`src/hw/xif_pkg.sv`:
```
package xif_pkg;

  // Datapath and tag widths
  localparam int unsigned XLEN = 32;
  localparam int unsigned ID_W = 4;

  // Major opcode claimed by the coprocessor
  localparam logic [6:0] CUSTOM0_OPCODE = 7'b0001011;

  // Illegal instruction exception code
  localparam logic [5:0] EXC_ILLEGAL = 6'd2;

  // Custom-0 operations, values follow funct3
  typedef enum logic [2:0] {
    OP_ADDSAT = 3'd0,
    OP_MIN    = 3'd1,
    OP_MAX    = 3'd2,
    OP_POPCNT = 3'd3,
    OP_CLZ    = 3'd4,
    OP_MAC    = 3'd5,
    OP_ACCCLR = 3'd6,
    OP_NONE   = 3'd7
  } copro_op_e;

  // Issue request, core to coprocessor
  typedef struct packed {
    logic [31:0]     instr;
    logic [XLEN-1:0] rs1;
    logic [XLEN-1:0] rs2;
    logic [ID_W-1:0] id;
  } x_issue_req_t;

  // Decoded word
  typedef struct packed {
    logic [ID_W-1:0] id;
    logic [4:0]      rd;
    copro_op_e       op;
    logic [XLEN-1:0] rs1;
    logic [XLEN-1:0] rs2;
    logic            accept;
  } x_decoded_t;

  // Execute outcome
  typedef struct packed {
    logic [ID_W-1:0] id;
    logic [4:0]      rd;
    logic [XLEN-1:0] data;
    logic            accept;
  } x_exec_t;

  // Result record back to the core
  typedef struct packed {
    logic [ID_W-1:0] id;
    logic [4:0]      rd;
    logic [XLEN-1:0] data;
    logic            we;
    logic            exc;
    logic [5:0]      exccode;
  } x_result_t;

endpackage : xif_pkg

```
`src/hw/copro_decode_stage.sv`:
```
`timescale 1ns/10ps

module copro_decode_stage
  import xif_pkg::*;
(
  input  logic         clk_i,
  input  logic         arst_n_i,

  input  logic         issue_valid_i,
  input  x_issue_req_t issue_req_i,

  output logic         dec_valid_o,
  output x_decoded_t   dec_o
);

  logic [6:0] opcode;
  logic [2:0] funct3;
  logic [6:0] funct7;
  logic [4:0] rd;

  logic       accept;
  copro_op_e  op;

  // R-type fields
  assign opcode = issue_req_i.instr[6:0];
  assign rd     = issue_req_i.instr[11:7];
  assign funct3 = issue_req_i.instr[14:12];
  assign funct7 = issue_req_i.instr[31:25];

  always_comb begin
    accept = 1'b0;
    op     = OP_NONE;
    if (opcode == CUSTOM0_OPCODE && funct7 == 7'b0 && funct3 != 3'd7) begin
      accept = 1'b1;
      // funct3 maps directly onto the enum
      op     = copro_op_e'(funct3);
    end
  end

  always_ff @(posedge clk_i or negedge arst_n_i) begin
    if (!arst_n_i) begin
      dec_valid_o <= 1'b0;
    end else begin
      dec_valid_o <= issue_valid_i;
    end
  end

  always_ff @(posedge clk_i) begin
    if (issue_valid_i) begin
      dec_o.id     <= issue_req_i.id;
      dec_o.rd     <= rd;
      dec_o.op     <= op;
      dec_o.rs1    <= issue_req_i.rs1;
      dec_o.rs2    <= issue_req_i.rs2;
      dec_o.accept <= accept;
    end
  end

endmodule : copro_decode_stage

```
`src/hw/copro_execute_stage.sv`:
```
`timescale 1ns/10ps

module copro_execute_stage
  import xif_pkg::*;
(
  input  logic       clk_i,
  input  logic       arst_n_i,

  input  logic       dec_valid_i,
  input  x_decoded_t dec_i,

  output logic       exec_valid_o,
  output x_exec_t    exec_o
);

  logic [XLEN-1:0] acc_q;
  logic [XLEN:0]   sum_ext;
  logic [XLEN-1:0] sat_sum;
  logic [XLEN-1:0] mac_sum;
  logic [XLEN-1:0] result;
  logic            acc_upd;
  logic [XLEN-1:0] acc_nxt;

  function automatic logic [XLEN-1:0] count_ones(input logic [XLEN-1:0] v);
    logic [5:0] n;
    n = '0;
    for (int i = 0; i < XLEN; i++) begin
      n = n + {5'b0, v[i]};
    end
    return {{(XLEN-6){1'b0}}, n};
  endfunction

  // Highest set bit wins, zero input gives XLEN
  function automatic logic [XLEN-1:0] count_lz(input logic [XLEN-1:0] v);
    logic [5:0] n;
    n = 6'(XLEN);
    for (int i = 0; i < XLEN; i++) begin
      if (v[i]) begin
        n = 6'(XLEN - 1 - i);
      end
    end
    return {{(XLEN-6){1'b0}}, n};
  endfunction

  // Sign-extended add, overflow when the top two bits differ
  assign sum_ext = {dec_i.rs1[XLEN-1], dec_i.rs1} + {dec_i.rs2[XLEN-1], dec_i.rs2};
  assign sat_sum = (sum_ext[XLEN] == sum_ext[XLEN-1]) ? sum_ext[XLEN-1:0] :
                   sum_ext[XLEN] ? {1'b1, {(XLEN-1){1'b0}}} : {1'b0, {(XLEN-1){1'b1}}};

  assign mac_sum = acc_q + dec_i.rs1 * dec_i.rs2;

  always_comb begin
    result  = '0;
    acc_nxt = acc_q;
    acc_upd = 1'b0;
    if (dec_i.accept) begin
      unique case (dec_i.op)
        OP_ADDSAT: result = sat_sum;
        OP_MIN:    result = ($signed(dec_i.rs1) < $signed(dec_i.rs2)) ? dec_i.rs1 : dec_i.rs2;
        OP_MAX:    result = ($signed(dec_i.rs1) > $signed(dec_i.rs2)) ? dec_i.rs1 : dec_i.rs2;
        OP_POPCNT: result = count_ones(dec_i.rs1);
        OP_CLZ:    result = count_lz(dec_i.rs1);
        OP_MAC: begin
          result  = mac_sum;
          acc_nxt = mac_sum;
          acc_upd = 1'b1;
        end
        OP_ACCCLR: begin
          result  = acc_q;
          acc_nxt = '0;
          acc_upd = 1'b1;
        end
        default:   result = '0;
      endcase
    end
  end

  // Updated on the edge the word leaves, so the next word sees it
  always_ff @(posedge clk_i or negedge arst_n_i) begin
    if (!arst_n_i) begin
      acc_q <= '0;
    end else if (dec_valid_i && acc_upd) begin
      acc_q <= acc_nxt;
    end
  end

  always_ff @(posedge clk_i or negedge arst_n_i) begin
    if (!arst_n_i) begin
      exec_valid_o <= 1'b0;
    end else begin
      exec_valid_o <= dec_valid_i;
    end
  end

  always_ff @(posedge clk_i) begin
    if (dec_valid_i) begin
      exec_o.id     <= dec_i.id;
      exec_o.rd     <= dec_i.rd;
      exec_o.data   <= result;
      exec_o.accept <= dec_i.accept;
    end
  end

endmodule : copro_execute_stage

```
`src/hw/xif_issue_stage.sv`:
```
`timescale 1ns/10ps

module xif_issue_stage
  import xif_pkg::*;
(
  input  logic            clk_i,
  input  logic            arst_n_i,

  input  logic            instr_valid_i,
  input  logic [31:0]     instr_i,
  input  logic [XLEN-1:0] rs1_i,
  input  logic [XLEN-1:0] rs2_i,

  output logic            issue_valid_o,
  output x_issue_req_t    issue_req_o
);

  logic [ID_W-1:0] id_cnt_q;

  // Rolling tag, wraps naturally at 16
  always_ff @(posedge clk_i or negedge arst_n_i) begin
    if (!arst_n_i) begin
      id_cnt_q <= '0;
    end else if (instr_valid_i) begin
      id_cnt_q <= id_cnt_q + 1'b1;
    end
  end

  always_ff @(posedge clk_i or negedge arst_n_i) begin
    if (!arst_n_i) begin
      issue_valid_o <= 1'b0;
    end else begin
      issue_valid_o <= instr_valid_i;
    end
  end

  // Payload captured only on a strobe
  always_ff @(posedge clk_i) begin
    if (instr_valid_i) begin
      issue_req_o.instr <= instr_i;
      issue_req_o.rs1   <= rs1_i;
      issue_req_o.rs2   <= rs2_i;
      issue_req_o.id    <= id_cnt_q;
    end
  end

endmodule : xif_issue_stage

```
`src/hw/xif_subsystem.sv`:
```
`timescale 1ns/10ps

module xif_subsystem
  import xif_pkg::*;
(
  input  logic            clk_i,
  input  logic            arst_n_i,

  input  logic            instr_valid_i,
  input  logic [31:0]     instr_i,
  input  logic [XLEN-1:0] rs1_i,
  input  logic [XLEN-1:0] rs2_i,

  output logic            result_valid_o,
  output x_result_t       result_o
);

  // Issue to decode
  logic         issue_valid;
  x_issue_req_t issue_req;

  // Decode to execute
  logic         dec_valid;
  x_decoded_t   dec;

  // Execute to writeback
  logic         exec_valid;
  x_exec_t      exec;

  xif_issue_stage issue_i (
    .clk_i        (clk_i),
    .arst_n_i     (arst_n_i),
    .instr_valid_i(instr_valid_i),
    .instr_i      (instr_i),
    .rs1_i        (rs1_i),
    .rs2_i        (rs2_i),
    .issue_valid_o(issue_valid),
    .issue_req_o  (issue_req)
  );

  copro_decode_stage decode_i (
    .clk_i        (clk_i),
    .arst_n_i     (arst_n_i),
    .issue_valid_i(issue_valid),
    .issue_req_i  (issue_req),
    .dec_valid_o  (dec_valid),
    .dec_o        (dec)
  );

  copro_execute_stage execute_i (
    .clk_i       (clk_i),
    .arst_n_i    (arst_n_i),
    .dec_valid_i (dec_valid),
    .dec_i       (dec),
    .exec_valid_o(exec_valid),
    .exec_o      (exec)
  );

  xif_writeback_stage writeback_i (
    .clk_i         (clk_i),
    .arst_n_i      (arst_n_i),
    .exec_valid_i  (exec_valid),
    .exec_i        (exec),
    .result_valid_o(result_valid_o),
    .result_o      (result_o)
  );

endmodule : xif_subsystem

```
`src/hw/xif_writeback_stage.sv`:
```
`timescale 1ns/10ps

module xif_writeback_stage
  import xif_pkg::*;
(
  input  logic      clk_i,
  input  logic      arst_n_i,

  input  logic      exec_valid_i,
  input  x_exec_t   exec_i,

  output logic      result_valid_o,
  output x_result_t result_o
);

  x_result_t rec;

  always_comb begin
    rec.id = exec_i.id;
    rec.rd = exec_i.rd;
    if (exec_i.accept) begin
      rec.data    = exec_i.data;
      // No architectural write to x0
      rec.we      = (exec_i.rd != 5'd0);
      rec.exc     = 1'b0;
      rec.exccode = '0;
    end else begin
      rec.data    = '0;
      rec.we      = 1'b0;
      rec.exc     = 1'b1;
      rec.exccode = EXC_ILLEGAL;
    end
  end

  always_ff @(posedge clk_i or negedge arst_n_i) begin
    if (!arst_n_i) begin
      result_valid_o <= 1'b0;
    end else begin
      result_valid_o <= exec_valid_i;
    end
  end

  always_ff @(posedge clk_i) begin
    if (exec_valid_i) begin
      result_o <= rec;
    end
  end

endmodule : xif_writeback_stage

```
`config.mk`:
```
export PLATFORM = sky130hd
export DESIGN_NAME = xif_subsystem
export DESIGN_NICKNAME = d
export VERILOG_FILES = /design/src/hw/xif_pkg.sv /design/src/hw/copro_decode_stage.sv /design/src/hw/copro_execute_stage.sv /design/src/hw/xif_issue_stage.sv /design/src/hw/xif_subsystem.sv /design/src/hw/xif_writeback_stage.sv
export SDC_FILE = /design/constraint.sdc
export NUM_CORES = 2
export LEC_CHECK = 0
export BUFFER_PORTS_ARGS = -buffer_cell sky130_fd_sc_hd__buf_2
export CORE_MARGIN = 2
export CORE_UTILIZATION = 44
export CTS_CLUSTER_SIZE = 8
export DETAILED_ROUTE_END_ITERATION = 6
export PLACE_DENSITY = 0.62
export REMOVE_ABC_BUFFERS = 1
export SLEW_MARGIN = 20
export SYNTH_ARGS = -nofsm -noshare
export SYNTH_HDL_FRONTEND = slang
export SYNTH_SLANG_ARGS = --single-unit
```
`constraint.sdc`:
```
create_clock -name clk_i -period 23 [get_ports clk_i]
set_input_delay 2.3 -clock clk_i [delete_from_list [all_inputs] [get_ports clk_i]]
set_output_delay 2.3 -clock clk_i [all_outputs]
set_load 0.005 [all_outputs]
```
After elaboration in Yosys (flattened, before gate mapping)
Cells that the tools add are included.
{"block": "totals", "elab_cells": 123, "reg_bits": 308, "out_inout_bits": 50, "in_bits": 99}
{"block": "op_classes", "addsub": 34, "mux": 42, "n_eq_ne": 9, "n_reduce_logical": 9, "mul": 1, "n_lt_le_gt_ge": 2}
{"operator": "$pmux 32 s7", "count": 1}
{"operator": "$mux 6", "count": 32}
{"operator": "$add 6x1->6", "count": 30}
{"operator": "$mux 32", "count": 4}
{"operator": "$pmux 32 s2", "count": 1}
{"operator": "$add 32x32->33", "count": 1}
{"operator": "$add 32x32->32", "count": 1}
{"operator": "$gt 32x32->1", "count": 1}
{"operator": "$lt 32x32->1", "count": 1}
{"operator": "$mul 32x32->32", "count": 1}
{"operator": "$eq 3x3->1 const B", "count": 3}
{"operator": "$eq 7x4->1 const B", "count": 1}
{"operator": "$logic_not 7->1", "count": 1}
{"operator": "$mux 7", "count": 1}
{"operator": "$eq 3x2->1 const B", "count": 2}
{"operator": "$reduce_bool 5->1", "count": 1}
{"operator": "$add 4x1->4 const B", "count": 1}
{"operator": "$eq 3x1->1 const B", "count": 1}
{"operator": "$logic_and 1x1->1", "count": 3}
{"operator": "$logic_not 3->1", "count": 1}
{"operator": "$mux 1", "count": 3}
{"operator": "$ne 3x3->1 const B", "count": 1}
{"operator": "$reduce_and 3->1", "count": 1}
{"operator": "$add 1x1->2", "count": 1}
{"operator": "other kinds (3)", "count": 3}

Longest topological paths before layout
{"block": "logic_depth", "depth_word": 33, "ltp_mapped": 33, "ltp_nobuf": 29}

By module
From an unflattened synthesis, not the netlist that was laid out.
{"block": "hier_totals", "hier_cells": 3069, "area_unflattened_um2": 31332.6}
{"module": "copro_execute_stage", "cells_each": 2780, "seq_area_each_um2": 2087.0, "n_inst": 1, "area_per_inst_um2": 24094.4}
{"module": "xif_issue_stage", "cells_each": 112, "seq_area_each_um2": 3128.0, "n_inst": 1, "area_per_inst_um2": 3188.1}
{"module": "copro_decode_stage", "cells_each": 87, "seq_area_each_um2": 2337.2, "n_inst": 1, "area_per_inst_um2": 2412.3}
{"module": "xif_writeback_stage", "cells_each": 90, "seq_area_each_um2": 1316.3, "n_inst": 1, "area_per_inst_um2": 1637.8}

Worst setup path before layout
OpenSTA, ideal clock, no wires.
{"block": "synth_timing", "path_type": "flip-flop to flip-flop", "startpoint": "register decode_i.dec_o[46] in the netlist's numbering", "endpoint": "register execute_i.exec_o[27] in the netlist's numbering (data pin)", "stages_incl_launch_ff": 30, "setup_ns": 0.267, "arrival_time_ns": 7.175, "setup_slack_ns": 15.557, "required_ns": 22.733, "period_less_slack_ns": 7.443, "n_path_buf": 2, "cell_sequence": "edfxtp_1 > clkbuf_1 > inv_1 > clkbuf_1 > nor2_1 > fa_1 > fa_1 > fa_1 > inv_1 > fa_1 > inv_1 > fa_1 > inv_1 > fa_1 > inv_1 > fa_1 > inv_1 > fa_1 > inv_1 > ha_1 > a21o_1 > a31oi_1 > o21ai_0 > a21oi_1 > o31a_1 > nor2_1 > or2_2 > xor2_1 > a21oi_1 > o22ai_1"}
{"block": "synth_via", "elab_chain_len": 4, "word_cells_on_any_way": 11, "classes_between": "2 x add/sub; 1 x mul; 2 x order compare; 1 x eq/ne; 5 x mux"}
{"item": "start: declaration", "line_no": "copro_decode_stage.sv:13", "text": "output x_decoded_t dec_o"}
{"item": "parallel branches: the longest is 3 deep, another holds $mul 32x32->32"}
{"item": "$pmux 32 s7 (*)", "line_no": "copro_execute_stage.sv:57", "text": "unique case (dec_i.op)"}
{"item": "end: declaration", "line_no": "copro_execute_stage.sv:13", "text": "output x_exec_t exec_o"}
Mark *: on every way between the ends.
A chain may end at the register's enable or synchronous reset.

Final worst setup path
{"block": "layout_timing", "startpoint": "register decode_i.dec_o[48] in the netlist's numbering", "endpoint": "register execute_i.exec_o[32] in the netlist's numbering (data pin)"}
The elaborated chain is that of the path after synthesis.

==> metrics list <==
* Async set or reset register ratio after synthesis: a little over an eighth
- DRC errors left: 0
- The cell sitting at the root of the clock tree is a sky130_fd_sc_hd__clkbuf_16.
- Clock Skews: approximately 0.045 ns
- After the last flow step, the layout net total stands at a little under 4k.
* Total CTS buffers: between 40 and 50
* Flop and latch count out of synthesis: between 200 and 300
* Highest cell delay on the worst timing path: 0.72 ns
- For this configuration, the core starts out at a cell density of between 40% and 50%.
- Count of port buffers added during placement: between 100 and 150
- Via density: approximately 5.5
- STA classifies the critical path endpoint as a register.
- In the final routed layout, each cell accounts on average for 23.5 um.
- Worst-path maximum fanout: 16
* Sequential fraction of the synthesis area: between 20 and 30%
- Based on the critical path, the design can be clocked at up to between 0.1 and 0.15 GHz.
- The slowest stage of the critical path belongs to the cell sky130_fd_sc_hd__clkinv_1.
* CP delay by family, top: adder cells
- The HPWL after detailed placement is around 72000 um.
- Global-route wire length before repair: approximately 150000 um
* Worst Path Required: between 20 and 25 ns
- The tree built by TritonCTS fans out to 292 sinks.
- Total wirelength of the detailed-routed design: just under 100000 um
- For the finished layout, the period the worst path requires is around 9.3 ns.
* RSZ-0062 raised after global routing: no
* Via count of the first global-routing pass: 24.0k
- Total of warnings raised by yosys: 0
- The first detailed-routing pass ran for 5 iterations.
* Number of antenna violations at the first check in global routing: 0
* Setup TNS: 0 ns
- TritonCTS built the clock tree.
- X dimension of the die: between 200 and 300 um
* Number of distinct library cells after synthesis: 79
- Worst Hold Class: register to register
- Max-cap check violation count: 0
- Vias after detailed routing: between 20k and 25k
- Count of hold buffers inserted by post-cts repair: 0
- Final-report hold violation count: 0
- Mapped Area: approximately 0.031 sq mm
- Core area: around 0.07 sq mm
* Area delta synth->final: 9.84%
* Die Ht: 270 um
* CP dominant cell by count: sky130_fd_sc_hd__fa_1
* Critical path buffer and inverter count: 8
- At the pin with the least slew margin, the transition time is roughly 1.2 ns.
* Fraction of final layout cells with drive strength greater than 1: under 10%
- Status: finished, final reports clean
- After clock tree synthesis, the repair step resized 0 gates.
- Nature of the critical path startpoint: register
* Number of flops mapped to enable cells by yosys: 252
* I/O pins: roughly 150
- Maximum clock path buffer count: 3
- Measured against its own limit, the worst slew margin works out to 22.3%.
- Largest net degree at the start of global routing: between 70 and 80
- Leading register cell type out of synthesis: sky130_fd_sc_hd__edfxtp_1
- The floorplan step defined a die boundary enclosing ~0.073 sq mm.
* Clock-pin slew on the worst setup and hold paths: 0.05 ns
- Antenna violation net count after detailed routing: 0
* Final-report max-slew violation count: 0
- Final cycle utilization of the critical path: 40.3%
- Average instance area after synthesis: ~10 sq um
- First DRT Iteration DRCs: about 2.0k
- Post-CTS Setup Bufs: 0
- Kind of critical path: register to register
- WP data arrival: 9.55 ns
- Setup violations remaining at the end of the flow were counted as 0.
- Mapped Cells: between 3k and 4k
* Num rows: 97
* Overall routing resource usage: a little over a quarter
- The congestion estimate from routability-driven global placement came to ~1.
* Latest clock arrival within the worst-skew pair: between 0.5 and 0.6 ns
- CTS H-tree depth: 2
* Remaining global-route overflow: 0
## worst reg2reg max path, delay by kind of cell, from the launching register on
kind | cells | cell delay (ns)
AOI/OAI and AO/OA | 5 | 1.64
and+or+nand+nor | 5 | 1.11
buffers and inverters | 8 | 1.42
adders and majority gates | 9 | 4.31
DFF | 1 | 0.31
xor gates and xnor gates | 1 | 0.21
## state kept, by name (all words and copies together), names as in the netlist
name	flops
issue_i.id_cnt_q	4
writeback_i.result_o	43
decode_i.dec_valid_o	1
issue_i.issue_req_o	90
issue_i.issue_valid_o	1
decode_i.dec_o	77
writeback_i.result_valid_o	1
execute_i.exec_o	42
execute_i.acc_q	32
execute_i.exec_valid_o	1
## placed cells by master, fill, tap and decap left out, types with 18 or more instances in the layout
master | netlist | layout
sky130_fd_sc_hd__nor2_1 | 323 | 323
sky130_fd_sc_hd__a31oi_1 | 18 | 18
sky130_fd_sc_hd__xnor2_1 | 96 | 96
sky130_fd_sc_hd__o21ai_0 | 62 | 62
sky130_fd_sc_hd__edfxtp_1 | 252 | 252
sky130_fd_sc_hd__ha_1 | 199 | 199
sky130_fd_sc_hd__inv_1 | 593 | 593
sky130_fd_sc_hd__and2_1 | 108 | 108
sky130_fd_sc_hd__clkbuf_1 | 118 | 24
sky130_fd_sc_hd__xor2_1 | 21 | 21
sky130_fd_sc_hd__nor3_1 | 23 | 23
sky130_fd_sc_hd__a21o_1 | 27 | 27
sky130_fd_sc_hd__mux2i_1 | 44 | 44
sky130_fd_sc_hd__buf_4 | 6 | 72
sky130_fd_sc_hd__a22o_1 | 29 | 29
sky130_fd_sc_hd__a22oi_1 | 24 | 24
sky130_fd_sc_hd__fa_1 | 463 | 463
sky130_fd_sc_hd__dfrtp_1 | 40 | 37
sky130_fd_sc_hd__a21oi_1 | 119 | 119
sky130_fd_sc_hd__nand2_1 | 253 | 253
sky130_fd_sc_hd__buf_2 | 10 | 132
sky130_fd_sc_hd__clkbuf_16 | 0 | 45
## cells in the mapped netlist (6+ instances only)
| master | number | area share, % |
|---|---|---|
| sky130_fd_sc_hd__and4_1 | 8 | 0.23 |
| sky130_fd_sc_hd__o221ai_1 | 7 | 0.20 |
| sky130_fd_sc_hd__mux2i_1 | 44 | 1.4 |
| sky130_fd_sc_hd__a21oi_1 | 119 | 1.9 |
| sky130_fd_sc_hd__buf_2 | 10 | 0.16 |
| sky130_fd_sc_hd__a22o_1 | 29 | 0.82 |
| sky130_fd_sc_hd__inv_1 | 593 | 7.2 |
| sky130_fd_sc_hd__nor2b_1 | 14 | 0.28 |
| sky130_fd_sc_hd__o21a_1 | 7 | 0.17 |
| sky130_fd_sc_hd__nor4_1 | 10 | 0.20 |
| sky130_fd_sc_hd__or2_2 | 6 | 0.12 |
| sky130_fd_sc_hd__clkbuf_1 | 118 | 1.4 |
| sky130_fd_sc_hd__clkinv_1 | 12 | 0.14 |
| sky130_fd_sc_hd__nand2_1 | 253 | 3.1 |
| sky130_fd_sc_hd__dfrtp_1 | 40 | 3.2 |
| sky130_fd_sc_hd__nor2_1 | 323 | 3.9 |
| sky130_fd_sc_hd__xnor2_1 | 96 | 2.7 |
| sky130_fd_sc_hd__o21ai_1 | 12 | 0.19 |
| sky130_fd_sc_hd__o31ai_1 | 10 | 0.24 |
| sky130_fd_sc_hd__xor2_1 | 21 | 0.59 |
| sky130_fd_sc_hd__mux2_2 | 7 | 0.25 |
| sky130_fd_sc_hd__edfxtp_1 | 252 | 24 |
| sky130_fd_sc_hd__or3_1 | 8 | 0.16 |
| sky130_fd_sc_hd__nand3_1 | 16 | 0.26 |
| sky130_fd_sc_hd__a21o_1 | 27 | 0.65 |
| sky130_fd_sc_hd__buf_4 | 6 | 0.14 |
| sky130_fd_sc_hd__ha_1 | 199 | 8.0 |
| sky130_fd_sc_hd__o311a_1 | 15 | 0.48 |
| sky130_fd_sc_hd__and2_1 | 108 | 2.2 |
| sky130_fd_sc_hd__nor3_1 | 23 | 0.37 |
| sky130_fd_sc_hd__buf_1 | 17 | 0.21 |
| sky130_fd_sc_hd__o22ai_1 | 6 | 0.12 |
| sky130_fd_sc_hd__o21bai_1 | 12 | 0.29 |
| sky130_fd_sc_hd__fa_1 | 463 | 30 |
| sky130_fd_sc_hd__nand2b_1 | 11 | 0.22 |
| sky130_fd_sc_hd__a211oi_1 | 6 | 0.14 |
| sky130_fd_sc_hd__o21ai_0 | 62 | 1.0 |
| sky130_fd_sc_hd__a22oi_1 | 24 | 0.58 |
| sky130_fd_sc_hd__a31oi_1 | 18 | 0.36 |
| sky130_fd_sc_hd__nand4_1 | 8 | 0.16 |
## worst paths after layout
path | to | startpoint | cells past startpoint | slack, ns
worst min register to register | writeback_i.result_o[45] | execute_i.exec_o[38] | 0 | 0.40
min in group asynchronous | writeback_i.result_valid_o | arst_n_i | 2 | 1.84
worst max register to register | execute_i.exec_o[32] | decode_i.dec_o[48] | 28 | 13.74
worst max-delay path | execute_i.exec_o[32] | decode_i.dec_o[48] | 28 | 13.74
max in group asynchronous | issue_i.issue_valid_o | arst_n_i | 2 | 20.59
worst min-delay path | writeback_i.result_o[45] | execute_i.exec_o[38] | 0 | 0.40
## kinds of logic after synthesis
| kind of cell | count (synthesis) | share of synthesized area [%] |
|---|---|---|
| buffers and inverters | 759 | 9.34 |
| adders and majority gates | 662 | 37.8 |
| DFF | 292 | 27.5 |
| xor gates and xnor gates | 118 | 3.38 |
| AOI/OAI and AO/OA | 404 | 8.75 |
| and+or+nand+nor | 803 | 11.5 |
| muxes | 51 | 1.67 |
| other | 1 | 0.0121 |
## routing by layer
| layer | up-vias | part of all wire [%] | GRT usage, % |
|---|---|---|---|
| li1 | 10000 | - | - |
| met2 | 1189 | 44 | 42.0 |
| met5 | - | 0 | 0 |
| met1 | 11500 | 41 | 37.0 |
| met3 | 282 | 10 | 6.07 |
| met4 | 0 | 5.6 | 13.1 |
## area by class of cell
cell class | count | area, sq um
flip-flops and latches | 292 | 8570
multi-input cells | 2043 | 19700
diodes | 2 | 5.00
repair buffers | 204 | 1200
clock inverters | 6 | 73.8
fillers | 6597 | 35800
well taps | 940 | 1180
clock buffers | 69 | 1220
inverters | 605 | 2270
## through the flow
| stage | hold slack (ns) | worst slack [ns] | instance area (sq um) | utilization (%) | std cells |
|---|---|---|---|---|---|
| after floorplan | 0.400 | 15.59 | 30500 | - | 2940 |
| after global placement | 0.400 | 13.92 | 32900 | 47.0 | 4084 |
| after detailed placement | 0.405 | 14.04 | 32900 | 47.0 | 4084 |
| after CTS | 0.405 | 14.04 | 34200 | 48.8 | 4159 |
| after global routing | 0.415 | 13.57 | 34200 | 48.8 | 4159 |
| final | 0.402 | 13.74 | 34200 | 48.8 | 4161 |
Power is not shown: default switching activity piles up to over one toggle a cycle in this logic, so the estimate is an artifact.
